$ cat src/common/jbi_err_pkg.sv
/*
 * JBus error and logging package.
 * Shared types for the APB register block, the read timeout tracker,
 * the J_PAR checker and the error injection control.
 */
package jbi_err_pkg;

  // Transaction ID width, 16 IDs.
  localparam int jid_w = 4;

  typedef logic [jid_w-1:0] jid_t;

  // One cycle of sampled JBus control lines.
  typedef struct packed {
    logic [6:0] jreq_l;   // Active-low request lines.
    logic [2:0] jpack0;
    logic [2:0] jpack1;
    logic [2:0] jpack4;
    logic [2:0] jpack5;
    logic       jpar;
  } jbus_ctl_t;

  // Snapshot of the control lines at the first parity error.
  typedef struct packed {
    logic [6:0] jreq_l;
    logic [2:0] jpack0;
    logic [2:0] jpack1;
    logic [2:0] jpack4;
    logic [2:0] jpack5;
    logic       jpar;
  } par_log_t;

  // APB request, zero wait state bus.
  typedef struct packed {
    logic        psel;
    logic        penable;
    logic        pwrite;
    logic [4:0]  paddr;
    logic [31:0] pwdata;
  } apb_req_t;

  typedef struct packed {
    logic [31:0] prdata;
    logic        pslverr;
  } apb_rsp_t;

  // Configuration from the register file to the error block.
  typedef struct packed {
    logic [31:0] timeval;
    logic        enb_read_to;
    logic        enb_cpar;
    logic [3:0]  xormask;
    logic        errtype;        // 1 = address cycle, 0 = data cycle.
    logic        inject_output;
  } csr_cfg_t;

  // Events from the error block back to the register file.
  typedef struct packed {
    logic     read_to;
    logic     cpar;
    logic     inject_done;
    logic     port4_present;
    logic     port5_present;
    par_log_t log;
  } err_evt_t;

  // Register offsets.
  localparam logic [4:0] reg_status       = 5'h00;
  localparam logic [4:0] reg_log_enb      = 5'h04;
  localparam logic [4:0] reg_timeval      = 5'h08;
  localparam logic [4:0] reg_err_inject   = 5'h0C;
  localparam logic [4:0] reg_log_par      = 5'h10;
  localparam logic [4:0] reg_port_present = 5'h14;

endpackage
$ cat src/verilog/jbi_err_top.sv
/*
 * JBus output port error and logging subsystem.
 * Joins the APB register file with the error block.
 */
module jbi_err_top import jbi_err_pkg::*; #(
  parameter int nack_depth = 4
) (
  input  logic       clk,
  input  logic       arst_n,
  input  apb_req_t   apb,
  output apb_rsp_t   apb_rsp,
  input  jbus_ctl_t  jbus,
  input  logic       alloc,
  input  jid_t       alloc_id,
  input  logic       free,
  input  jid_t       free_id,
  input  logic       addr_cycle,
  input  logic       data_cycle,
  output logic       nack_valid,
  output jid_t       nack_id,
  input  logic       nack_pop,
  output logic [3:0] inj_err_j_ad,
  output logic       err_irq
);

  csr_cfg_t cfg;
  err_evt_t evt;

  // Register side.
  jbi_csr_regs csr_regs_inst (
    .clk     (clk),
    .arst_n  (arst_n),
    .apb     (apb),
    .apb_rsp (apb_rsp),
    .evt     (evt),
    .cfg     (cfg),
    .err_irq (err_irq)
  );

  // Timeout, parity and injection.
  jbi_mout_csr #(
    .nack_depth (nack_depth)
  ) mout_csr_inst (
    .clk          (clk),
    .arst_n       (arst_n),
    .cfg          (cfg),
    .jbus         (jbus),
    .alloc        (alloc),
    .alloc_id     (alloc_id),
    .free         (free),
    .free_id      (free_id),
    .addr_cycle   (addr_cycle),
    .data_cycle   (data_cycle),
    .nack_valid   (nack_valid),
    .nack_id      (nack_id),
    .nack_pop     (nack_pop),
    .inj_err_j_ad (inj_err_j_ad),
    .evt          (evt)
  );

endmodule

$ cat src/verilog/jbi_csr_regs.sv
/*
 * JBus error CSR block.
 * APB register file with log enables, timeout value, error injection
 * control, W1C error status, the parity log view and the interrupt.
 */
module jbi_csr_regs import jbi_err_pkg::*; (
  input  logic     clk,
  input  logic     arst_n,
  input  apb_req_t apb,
  output apb_rsp_t apb_rsp,
  input  err_evt_t evt,
  output csr_cfg_t cfg,
  output logic     err_irq
);

  logic        access;
  logic        mapped;
  logic        wr;
  logic [1:0]  status;
  logic [1:0]  status_set;
  logic [1:0]  status_clr;
  logic [1:0]  log_enb;
  logic [31:0] timeval;
  logic [3:0]  xormask;
  logic        errtype;
  logic        inject_output;
  logic        log_valid;
  par_log_t    log_q;

  // Access cycle of the APB transfer.
  assign access = apb.psel & apb.penable;

  always_comb begin
    case (apb.paddr)
      reg_status, reg_log_enb, reg_timeval,
      reg_err_inject, reg_log_par, reg_port_present: mapped = 1'b1;
      default: mapped = 1'b0;
    endcase
  end

  // Writes to unmapped offsets are dropped.
  assign wr = access & apb.pwrite & mapped;

  // Status bits only set when logging is enabled.
  assign status_set = {evt.cpar & log_enb[1], evt.read_to & log_enb[0]};
  assign status_clr = (wr && apb.paddr == reg_status) ? apb.pwdata[1:0] : 2'b00;

  always_ff @(posedge clk or negedge arst_n) begin
    if (!arst_n) begin
      status        <= 2'b00;
      log_enb       <= 2'b00;
      timeval       <= 32'd64;
      xormask       <= 4'h0;
      errtype       <= 1'b0;
      inject_output <= 1'b0;
    end else begin
      // Hardware set wins over a W1C in the same cycle.
      status <= (status & ~status_clr) | status_set;
      if (wr && apb.paddr == reg_log_enb) begin
        log_enb <= apb.pwdata[1:0];
      end
      if (wr && apb.paddr == reg_timeval) begin
        timeval <= apb.pwdata;
      end
      if (wr && apb.paddr == reg_err_inject) begin
        xormask <= apb.pwdata[3:0];
        errtype <= apb.pwdata[4];
      end
      // Done from the injector drops the request bit.
      if (evt.inject_done) begin
        inject_output <= 1'b0;
      end else if (wr && apb.paddr == reg_err_inject) begin
        inject_output <= apb.pwdata[5];
      end
    end
  end

  // First-error parity log, held until software writes log_par.
  always_ff @(posedge clk or negedge arst_n) begin
    if (!arst_n) begin
      log_valid <= 1'b0;
      log_q     <= '0;
    end else if (evt.cpar && !log_valid) begin
      log_valid <= 1'b1;
      log_q     <= evt.log;
    end else if (wr && apb.paddr == reg_log_par) begin
      log_valid <= 1'b0;
    end
  end

  // Read data mux.
  always_comb begin
    case (apb.paddr)
      reg_status:       apb_rsp.prdata = {30'b0, status};
      reg_log_enb:      apb_rsp.prdata = {30'b0, log_enb};
      reg_timeval:      apb_rsp.prdata = timeval;
      reg_err_inject:   apb_rsp.prdata = {26'b0, inject_output, errtype, xormask};
      reg_log_par:      apb_rsp.prdata = {log_valid, 11'b0, log_q};
      reg_port_present: apb_rsp.prdata = {30'b0, evt.port5_present, evt.port4_present};
      default:          apb_rsp.prdata = 32'h0;
    endcase
  end

  assign apb_rsp.pslverr = access & ~mapped;

  assign cfg.timeval       = timeval;
  assign cfg.enb_read_to   = log_enb[0];
  assign cfg.enb_cpar      = log_enb[1];
  assign cfg.xormask       = xormask;
  assign cfg.errtype       = errtype;
  assign cfg.inject_output = inject_output;

  // Interrupt while any error is logged.
  assign err_irq = |status;

endmodule

$ cat src/verilog/jbi_mout_csr.sv
/*
 * JBus output error block.
 * Read timeout tracking, J_PAR checking and J_AD error injection.
 */
module jbi_mout_csr import jbi_err_pkg::*; #(
  parameter int nack_depth = 4
) (
  input  logic      clk,
  input  logic      arst_n,
  input  csr_cfg_t  cfg,
  input  jbus_ctl_t jbus,
  input  logic      alloc,
  input  jid_t      alloc_id,
  input  logic      free,
  input  jid_t      free_id,
  input  logic      addr_cycle,
  input  logic      data_cycle,
  output logic      nack_valid,
  output jid_t      nack_id,
  input  logic      nack_pop,
  output logic [3:0] inj_err_j_ad,
  output err_evt_t  evt
);

  logic     read_to;
  logic     cpar;
  par_log_t log;
  logic     port4_present;
  logic     port5_present;
  logic     inject_output_q;
  logic     set_req;
  logic     err_req;
  logic     type_match;
  logic     inject_now;
  logic     inject_done;

  jbi_ncrd_timeout #(
    .nack_depth (nack_depth)
  ) ncrd_timeout_inst (
    .clk        (clk),
    .arst_n     (arst_n),
    .alloc      (alloc),
    .alloc_id   (alloc_id),
    .free       (free),
    .free_id    (free_id),
    .timeval    (cfg.timeval),
    .nack_valid (nack_valid),
    .nack_id    (nack_id),
    .nack_pop   (nack_pop),
    .read_to    (read_to)
  );

  jbi_j_par_chk j_par_chk_inst (
    .clk           (clk),
    .arst_n        (arst_n),
    .jbus          (jbus),
    .cpar          (cpar),
    .log           (log),
    .port4_present (port4_present),
    .port5_present (port5_present)
  );

  // Rising edge of the inject bit arms one request.
  assign set_req = cfg.inject_output & ~inject_output_q;

  // Errtype 1 selects address cycles.
  assign type_match = cfg.errtype ? addr_cycle : data_cycle;
  assign inject_now = err_req & type_match;

  // Flip the chosen J_AD bits on this cycle only.
  assign inj_err_j_ad = cfg.xormask & {4{inject_now}};

  always_ff @(posedge clk or negedge arst_n) begin
    if (!arst_n) begin
      inject_output_q <= 1'b0;
      err_req         <= 1'b0;
      inject_done     <= 1'b0;
    end else begin
      inject_output_q <= cfg.inject_output;
      err_req         <= (err_req & ~inject_now) | set_req;
      inject_done     <= inject_now;   // Clears the CSR bit next edge.
    end
  end

  assign evt.read_to       = read_to;
  assign evt.cpar          = cpar;
  assign evt.inject_done   = inject_done;
  assign evt.port4_present = port4_present;
  assign evt.port5_present = port5_present;
  assign evt.log           = log;

endmodule

$ cat src/jbi_j_par_chk/jbi_j_par_chk.sv
/*
 * JBus control parity checker.
 * Samples the request and acknowledge lines with J_PAR, checks odd
 * parity, logs the failing sample and tracks port 4 and 5 presence.
 */
module jbi_j_par_chk import jbi_err_pkg::*; (
  input  logic      clk,
  input  logic      arst_n,
  input  jbus_ctl_t jbus,
  output logic      cpar,
  output par_log_t  log,
  output logic      port4_present,
  output logic      port5_present
);

  jbus_ctl_t jbus_q;
  logic      par_err;

  // Sample the control lines.
  // Requests idle high, which also gives odd parity out of reset.
  always_ff @(posedge clk or negedge arst_n) begin
    if (!arst_n) begin
      jbus_q        <= '0;
      jbus_q.jreq_l <= 7'h7f;
    end else begin
      jbus_q <= jbus;
    end
  end

  // J_PAR makes the 20 sampled bits odd.
  assign par_err = ~(^jbus_q);

  always_ff @(posedge clk or negedge arst_n) begin
    if (!arst_n) begin
      cpar <= 1'b0;
    end else begin
      cpar <= par_err;
    end
  end

  // Failing sample, valid with cpar.
  always_ff @(posedge clk) begin
    if (par_err) begin
      log <= par_log_t'(jbus_q);
    end
  end

  // Port present is sticky once its request is seen asserted.
  always_ff @(posedge clk or negedge arst_n) begin
    if (!arst_n) begin
      port4_present <= 1'b0;
      port5_present <= 1'b0;
    end else begin
      port4_present <= port4_present | ~jbus_q.jreq_l[4];
      port5_present <= port5_present | ~jbus_q.jreq_l[5];
    end
  end

endmodule

$ cat src/jbi_ncrd_timeout/jbi_ncrd_timeout.sv
/*
 * Read transaction timeout tracker.
 * Ages each outstanding ID on a shared tick and queues a NACK
 * for every ID that times out.
 */
module jbi_ncrd_timeout import jbi_err_pkg::*; #(
  parameter int nack_depth = 4
) (
  input  logic        clk,
  input  logic        arst_n,
  input  logic        alloc,
  input  jid_t        alloc_id,
  input  logic        free,
  input  jid_t        free_id,
  input  logic [31:0] timeval,
  output logic        nack_valid,
  output jid_t        nack_id,
  input  logic        nack_pop,
  output logic        read_to
);

  localparam int num_id = 1 << jid_w;
  localparam int ptr_w  = (nack_depth > 1) ? $clog2(nack_depth) : 1;
  localparam int cnt_w  = $clog2(nack_depth + 1);

  logic [31:0]       tick_cnt;
  logic              tick;
  logic [num_id-1:0] outstanding;
  logic [1:0]        age [num_id];
  logic              any_to;
  jid_t              to_id;
  logic              push;
  logic              pop;
  logic              full;
  jid_t              fifo [nack_depth];
  logic [ptr_w-1:0]  wr_ptr;
  logic [ptr_w-1:0]  rd_ptr;
  logic [cnt_w-1:0]  count;

  // Shared tick, once every timeval cycles.
  assign tick = (tick_cnt == 32'd0);

  always_ff @(posedge clk or negedge arst_n) begin
    if (!arst_n) begin
      tick_cnt <= 32'd0;
    end else if (tick) begin
      tick_cnt <= (timeval == 32'd0) ? 32'd0 : timeval - 32'd1;
    end else begin
      tick_cnt <= tick_cnt - 32'd1;
    end
  end

  // Lowest outstanding ID whose age reached 2.
  always_comb begin
    any_to = 1'b0;
    to_id  = '0;
    for (int i = num_id - 1; i >= 0; i--) begin
      if (outstanding[i] && age[i][1]) begin
        any_to = 1'b1;
        to_id  = jid_t'(i);
      end
    end
  end

  // A full queue leaves the ID pending; it is retried next cycle.
  assign full = (count == cnt_w'(nack_depth));
  assign push = any_to & ~full;
  assign pop  = nack_pop & nack_valid;

  always_ff @(posedge clk or negedge arst_n) begin
    if (!arst_n) begin
      outstanding <= '0;
      for (int i = 0; i < num_id; i++) begin
        age[i] <= 2'd0;
      end
    end else begin
      for (int i = 0; i < num_id; i++) begin
        if (alloc && alloc_id == jid_t'(i)) begin
          outstanding[i] <= 1'b1;
          age[i]         <= 2'd0;
        end else if ((free && free_id == jid_t'(i)) || (push && to_id == jid_t'(i))) begin
          outstanding[i] <= 1'b0;
        end else if (tick && outstanding[i] && !age[i][1]) begin
          age[i] <= age[i] + 2'd1;   // Saturates at 2.
        end
      end
    end
  end

  always_ff @(posedge clk or negedge arst_n) begin
    if (!arst_n) begin
      read_to <= 1'b0;
    end else begin
      read_to <= push;
    end
  end

  // NACK queue storage.
  always_ff @(posedge clk) begin
    if (push) begin
      fifo[wr_ptr] <= to_id;
    end
  end

  always_ff @(posedge clk or negedge arst_n) begin
    if (!arst_n) begin
      wr_ptr <= '0;
      rd_ptr <= '0;
      count  <= '0;
    end else begin
      if (push) begin
        wr_ptr <= (wr_ptr == ptr_w'(nack_depth - 1)) ? '0 : wr_ptr + 1'b1;
      end
      if (pop) begin
        rd_ptr <= (rd_ptr == ptr_w'(nack_depth - 1)) ? '0 : rd_ptr + 1'b1;
      end
      count <= count + cnt_w'(push) - cnt_w'(pop);
    end
  end

  // Head of queue stays put until popped.
  assign nack_valid = (count != '0);
  assign nack_id    = fifo[rd_ptr];

endmodule

$ cat config.mk
export PLATFORM = sky130hd
export DESIGN_NAME = jbi_err_top
export DESIGN_NICKNAME = d
export VERILOG_FILES = /design/src/common/jbi_err_pkg.sv /design/src/verilog/jbi_err_top.sv /design/src/verilog/jbi_csr_regs.sv /design/src/verilog/jbi_mout_csr.sv /design/src/jbi_j_par_chk/jbi_j_par_chk.sv /design/src/jbi_ncrd_timeout/jbi_ncrd_timeout.sv
export SDC_FILE = /design/constraint.sdc
export NUM_CORES = 1
export LEC_CHECK = 0
export BUFFER_PORTS_ARGS = -buffer_cell sky130_fd_sc_hd__buf_4
export CAP_MARGIN = 10
export CORE_MARGIN = 2
export CORE_UTILIZATION = 35
export DETAILED_ROUTE_END_ITERATION = 12
export GPL_ROUTABILITY_DRIVEN = 0
export SLEW_MARGIN = 20
export SYNTH_ARGS = -nofsm -noshare
export SYNTH_HDL_FRONTEND = slang
export SYNTH_SLANG_ARGS = --single-unit
$ cat constraint.sdc
create_clock -name clk -period 6.45 [get_ports clk]
set_input_delay 0.3225 -clock clk [delete_from_list [all_inputs] [get_ports clk]]
set_output_delay 0.3225 -clock clk [all_outputs]
set_load 0.02 [all_outputs]
==> flow_metrics.tcl, run 1 <==
set metrics [dict create \
    status "complete, no violations" \
    power_density_nw_per_um2 341 \
    groute.layer.met1.usage 0.231 \
    tightest_slew_ns 1.06 \
    placed_cell_area_um2 11600 \
    portBuffers 117 \
    final_count_of_hold_timing_violations 0 \
    place_inst 1398 \
    crit_path_end_kind "register" \
    cts_tree "built" \
    layout_min_cycle_time_ns 3.05 \
    die_x_um 175 \
    crit_end "mout_csr_inst.ncrd_timeout_inst.tick_cnt[28]$_DFF_PN0_" \
    grt_usage 0.163 \
    syn_inst 923 \
    hold_path_startpoint "apb[21]" \
    start_util 0.357 \
    max_freq_ghz 0.328 \
    path_depth 6 \
    crit_chain "or4_4 > or4_1 > or3_1 > o21bai_4 > a2bb2oi_2 > o31ai_1" \
    final.period_utilization 0.473 \
    busiest_layer "met2" \
    grt_setup_unrepaired "no" \
    cts_htree_levels 1 \
    async_reset_ff_frac 0.831 \
    mostFrequentLayoutCells "169 x dfrtp_1, 124 x buf_4, 72 x xnor2_1, 65 x nor2_1, 61 x nand2_1" \
    count_of_flip_flops_with_a_built_in_enable_after_synthesis 36 \
    stdcell_area_um2 12700 \
    globalRouteOverflowTotal 0 \
    setup.worst_path.start_class "register" \
    vias 7612 \
    timing.final.setup_violations 0 \
    timing.critical_path.fanout_max 31 \
    layoutNonFillerInstCount 1466 \
    cts.reportedPaths.clkPinSlew_ns 0.06 \
    antenna_cells_inserted 0 \
    setup_ws_ns 3.40 \
    rr_startpoint "csr_regs_inst.timeval[5]$_DFFE_PN0P_" \
    layout-drive-gt1-share 0.238 \
    critical_path.max_stage_delay_ns 0.62 \
    design.core.area_um2 28800 \
    synth_cell_type_count 65 \
    drt-total-wl_mm 24.6 \
    slew_violations 0 \
    maximum_number_of_pins_on_one_net_before_global_route_repair 104 \
    final.setup.tns_ns 0 \
    cellLeakagePower_nw 5.34 \
    ff2ff_setup_slack_ns 3.40 \
    synth_area_um2 10300 \
    first_pass_iters 5 \
    grt_pass1_vias 7700 \
    dp.final_hpwl_mm 17.6 \
    worstPathArrival_ns 3.44 \
    grt_use_met2 0.264 \
    cts-root-buf "clkbuf_16" \
    worst_ep_required_time_ns 6.85 \
    cts.repair_timing.setup_buffer_count 0 \
    mappedNetlistNets 1009 \
    timing.rr.end "mout_csr_inst.ncrd_timeout_inst.tick_cnt[28]$_DFF_PN0_" \
    mostFrequentLayoutCell "dfrtp_1" \
    area_growth_syn_to_layout_pct 23.7 \
    ioPinCount 118 \
    final.setup_skew_ns 0.0304 \
    slowest_cell_on_the_critical_path "o21bai_4" \
    worst_skew_pair.late_latency_ns 0.54 \
    setup_slack_after_placement_ns 2.92 \
    cts_made_buffers 24 \
    grt_util_met3 0.0247 \
    hold_path.class "input pin to register" \
    detail_route.iter0.violations 478 \
    critical_path.startpoint "csr_regs_inst.timeval[5]$_DFFE_PN0P_" \
    clock_tree.buffer_depth 3 \
    path_delay_family "simple AND/OR/NAND/NOR gates" \
    drv.max_cap_violation_count 0 \
    grt_pass1_wl_mm 40.9 \
    yosysSeqAreaShare 0.537 \
    layout.nets 1150 \
    clock_sinks 213 \
    setup.worst_path.class "register to register" \
    floorplan.die_area_um2 30700 \
    ant_nets 0 \
    r2r_cells 6 \
    power.ir.vdd_worst_mv 0.204 \
    num_rows 62 \
    worstPathBufferInverterCount 0 \
    antenna_violations_before_repair 0 \
    drt_drc_violations_left 0 \
    synth.avg_cell_area_um2 11.1 \
    die_height_um 175 \
    wl_per_cell_um 16.8 \
    post_drt_via_cell_ratio 5.19 \
    synth.ff_latch_count 213 \
    synth.yosys.warnings 0 \
    synth_ff_type "dfrtp_1" \
    normalized_max_slew_margin 0.294 \
]
## logic make-up after synthesis
family,Yosys count,synth area share
compound gates,181,0.118
xor+xnor,84,0.0716
fa+ha+maj,11,0.0141
buf+inv,50,0.0195
flops,213,0.537
mux,68,0.0783
simple gates,316,0.161
## synth_stat cells (21+ instances only)
library cell / count / area (µm²)
a21oi_1: 27 / 135
and2_1: 30 / 188
clkbuf_1: 23 / 86.3
dfrtp_1: 169 / 4230
edfxtp_1: 36 / 1080
mux2_2: 59 / 664
nand2_1: 61 / 229
nor2_1: 65 / 244
nor3_1: 45 / 225
nor4_1: 21 / 131
o21ai_0: 46 / 230
xnor2_1: 73 / 639
## sequential cells by signal, indices dropped and copies added, names as in the netlist, 16 cells and up
| register | flops |
|---|---|
| mout_csr_inst.ncrd_timeout_inst.tick_cnt | 32 |
| mout_csr_inst.ncrd_timeout_inst.fifo | 16 |
| mout_csr_inst.j_par_chk_inst.jbus_q | 20 |
| mout_csr_inst.ncrd_timeout_inst.outstanding | 16 |
| csr_regs_inst.log_q | 20 |
| csr_regs_inst.timeval | 32 |
| mout_csr_inst.j_par_chk_inst.log | 20 |
| mout_csr_inst.ncrd_timeout_inst.age | 32 |
## what timing repair did
action,4_1_cts,5_1_grt
endpoints found under the setup margin,0,0
gates resized for setup,0,0
hold buffers,24,0
endpoints found under the hold margin,116,0
## stage by stage
| step | hold WS (ns) | total power [mW] | utilization |
|---|---|---|---|
| after global placement | 0.382 | 2.82 | 0.402 |
| after detailed placement | 0.391 | 2.85 | 0.402 |
| after floorplan | 0.0269 | 2.53 | - |
| after global routing | 0.00389 | 4.58 | 0.442 |
| final | 0.0222 | 4.33 | 0.442 |
| after CTS | 0.00361 | 4.38 | 0.441 |
## area by class of cell
class                           instances  area, µm²
Clock buffer                           28        626
Clock inverter                         16        258
Fill cell                            2675      16100
Inverter                               16       60.1
Multi-Input combinational cell        660       4590
Sequential cell                       213       5520
Tap cell                              384        480
Timing Repair Buffer                  149       1180
## report_power, final
part           switching (mW)  internal (mW)
Combinational           0.475          0.429
Sequential              0.224           1.70
Clock                   0.565          0.940
Total                    1.26           3.07
## worst register-to-register path, delay by kind of cell (launching register included)
kind | cells | cell delay, ns
AND/OR/NAND/NOR | 3 | 1.61
AO/OA/AOI/OAI | 3 | 0.86
flip-flops | 1 | 0.45
## worst min-delay path by stage
stage / cells after the start / to / slack (ns)
after detailed placement: 1 / csr_regs_inst.inject_output$_DFFE_PN0P_ / 0.39
after global routing: 2 / csr_regs_inst.timeval[21]$_DFFE_PN0P_ / 0.004
after floorplan: 0 / csr_regs_inst.errtype$_DFFE_PN0P_ / 0.03
final: 2 / csr_regs_inst.timeval[21]$_DFFE_PN0P_ / 0.02
after CTS: 2 / csr_regs_inst.timeval[28]$_DFFE_PN0P_ / 0.004
after global placement: 1 / csr_regs_inst.inject_output$_DFFE_PN0P_ / 0.38
## metal layers
layer / wire [µm] / up-vias
met5: 0 / -
met4: 552 / 0
met3: 1070 / 41
met2: 11500 / 200
met1: 11500 / 3691
li1: - / 3680
Power figures use the tool's default switching activity.
==> run 2: changes to the inputs <==
Clock period 6.45 ns to 2.62 ns, I/O delays scaled along.
==> run 2 against run 1 <==
Compared with the run above:
- largest power group unchanged
- critical path type unchanged
- sequential power up 150%
- critical endpoint is now mout_csr_inst.ncrd_timeout_inst.age[17]$_DFFE_PN0P_
- register-to-register slack worse by 3.3 ns
- first-iteration DRC count down 2.3%
- power up 150%
==> flow_metrics.tcl, run 2 (synthesis gave the netlist of run 1 again) <==
set metrics [dict create \
    ioPinCount 118 \
    largest_registers "csr_regs_inst.timeval (32), mout_csr_inst.ncrd_timeout_inst.age (32), mout_csr_inst.ncrd_timeout_inst.tick_cnt (32)" \
    setup.worst_path.start_class "register" \
    worstPathArrival_ns 2.97 \
    portBuffers 117 \
    power_density_nw_per_um2 794 \
    mostFrequentLayoutCells "172 x buf_4, 169 x dfrtp_1, 72 x xnor2_1, 65 x nor2_1, 61 x nand2_1" \
    setup.worst_path.class "register to register" \
    hold_path.class "input pin to register" \
    max_freq_ghz 0.400 \
    drt-total-wl_mm 25.7 \
    die_x_um 175 \
    timing.critical_path.fanout_max 12 \
    maximum_number_of_pins_on_one_net_before_global_route_repair 83 \
    worst_ep_required_time_ns 3.09 \
    num_rows 62 \
    die_height_um 175 \
    dp.final_hpwl_mm 18.3 \
    slew_violations 0 \
    cts_made_buffers 25 \
    post_drt_via_cell_ratio 5.13 \
    grt_usage 0.170 \
    drv.max_cap_violation_count 0 \
    status "complete, no violations" \
    layout.filler_cells 2613 \
    r2r_cells 8 \
    grt_pass1_wl_mm 42.7 \
    final.setup.tns_ns 0 \
    layout.area.seq_um2 5520 \
    clock_tree.buffer_depth 3 \
    layout.nets 1237 \
    fin_util 0.468 \
    detail_route.iter0.violations 467 \
    normalized_max_slew_margin 0.454 \
    timing.final.setup_violations 0 \
    final_count_of_hold_timing_violations 0 \
    first_pass_iters 5 \
    final.period_utilization 0.954 \
    placed_cell_area_um2 12000 \
    layout-drive-gt1-share 0.269 \
    multi_input_area_um2 4620 \
    grt_pass1_vias 8359 \
    antenna_violations_before_repair 0 \
    ant_nets 0 \
    layout_min_cycle_time_ns 2.50 \
    timing.hold.worst_path_depth 3 \
    grt_setup_unrepaired "no" \
    cts_htree_levels 1 \
    clock_sinks 213 \
    tightest_slew_ns 0.819 \
    drt_drc_violations_left 0 \
    stdcell_area_um2 13500 \
    design.core.area_um2 28800 \
    crit_path_end_kind "register" \
    start_util 0.357 \
    cts.reportedPaths.clkPinSlew_ns 0.06 \
    final.setup_skew_ns 0.0133 \
    area_growth_syn_to_layout_pct 31.2 \
    vias 7967 \
    cts-root-buf "clkbuf_16" \
    antenna_cells_inserted 0 \
    floorplan.die_area_um2 30700 \
    mostFrequentLayoutCell "buf_4" \
    cellLeakagePower_nw 5.75 \
    worst_skew_pair.late_latency_ns 0.53 \
    globalRouteOverflowTotal 0 \
    wl_per_cell_um 16.6 \
    cts.repair_timing.setup_buffer_count 0 \
    power.ir.vdd_worst_mv 0.592 \
    cts_tree "built" \
]
## run 2: worst max-delay path, cell delays in order (launching register included)
cell and delay (ns):
dfrtp_1 0.41, or4_1 0.58, nor4_2 0.28, buf_4 0.17, nand4_1 0.13, buf_4 0.23
or3_1 0.35, a31oi_1 0.15, o22a_1 0.15
## run 2: final cells by class
cell class / count / area share
repair buffers: 235 / 0.145
multi-input cells: 660 / 0.343
well taps: 384 / 0.0356
clock buffers: 32 / 0.0528
clock inverters: 14 / 0.0101
flip-flops and latches: 213 / 0.410
inverters: 16 / 0.00446
## run 2: stage by stage
stage                     total power, mW  hold WS [ns]  cells  setup slack, ns
after floorplan                      6.23        -0.165    923            0.105
after global placement               7.04         0.240   1449           0.0937
after detailed placement             7.11         0.241   1449           0.0501
after CTS                            10.7        0.0157   1554           0.0301
after global routing                 11.3        0.0325   1554          0.00228
final                                10.7        0.0327   1554            0.120
## run 2: timing repair
item | CTS | global route
hold buffers | 59 | 0
endpoints found under the setup margin | 0 | 14
gates resized for setup | 0 | 6
hold endpoints to repair | 142 | 0
## run 2: per-layer routing
metal	routed length (µm)	global-route usage	vias up
li1	-	-	3820
met1	11600	0.230	3887
met2	12200	0.281	216
met3	1420	0.0314	44
met4	567	0.0465	0
met5	0	0	-
## run 2: final timing paths
kind	startpoint	end	slack, ns
worst min register to register	mout_csr_inst.inject_done$_DFF_PN0_	csr_regs_inst.inject_output$_DFFE_PN0P_	0.40
worst max-delay path	mout_csr_inst.ncrd_timeout_inst.tick_cnt[6]$_DFF_PN0_	mout_csr_inst.ncrd_timeout_inst.age[17]$_DFFE_PN0P_	0.12
worst min-delay path	alloc_id[3]	mout_csr_inst.ncrd_timeout_inst.outstanding[1]$_DFFE_PN0P_	0.03
max in group asynchronous	arst_n	mout_csr_inst.ncrd_timeout_inst.tick_cnt[5]$_DFF_PN0_	1.55
min in group asynchronous	arst_n	mout_csr_inst.ncrd_timeout_inst.age[24]$_DFFE_PN0P_	0.22
worst max register to register	mout_csr_inst.ncrd_timeout_inst.tick_cnt[6]$_DFF_PN0_	mout_csr_inst.ncrd_timeout_inst.age[17]$_DFFE_PN0P_	0.12
## run 2: report_power, final
group          switching (mW)  total, mW  internal (mW)
combinational            1.25       2.45           1.20
clock                    1.39       3.51           2.12
sequential              0.550       4.74           4.19
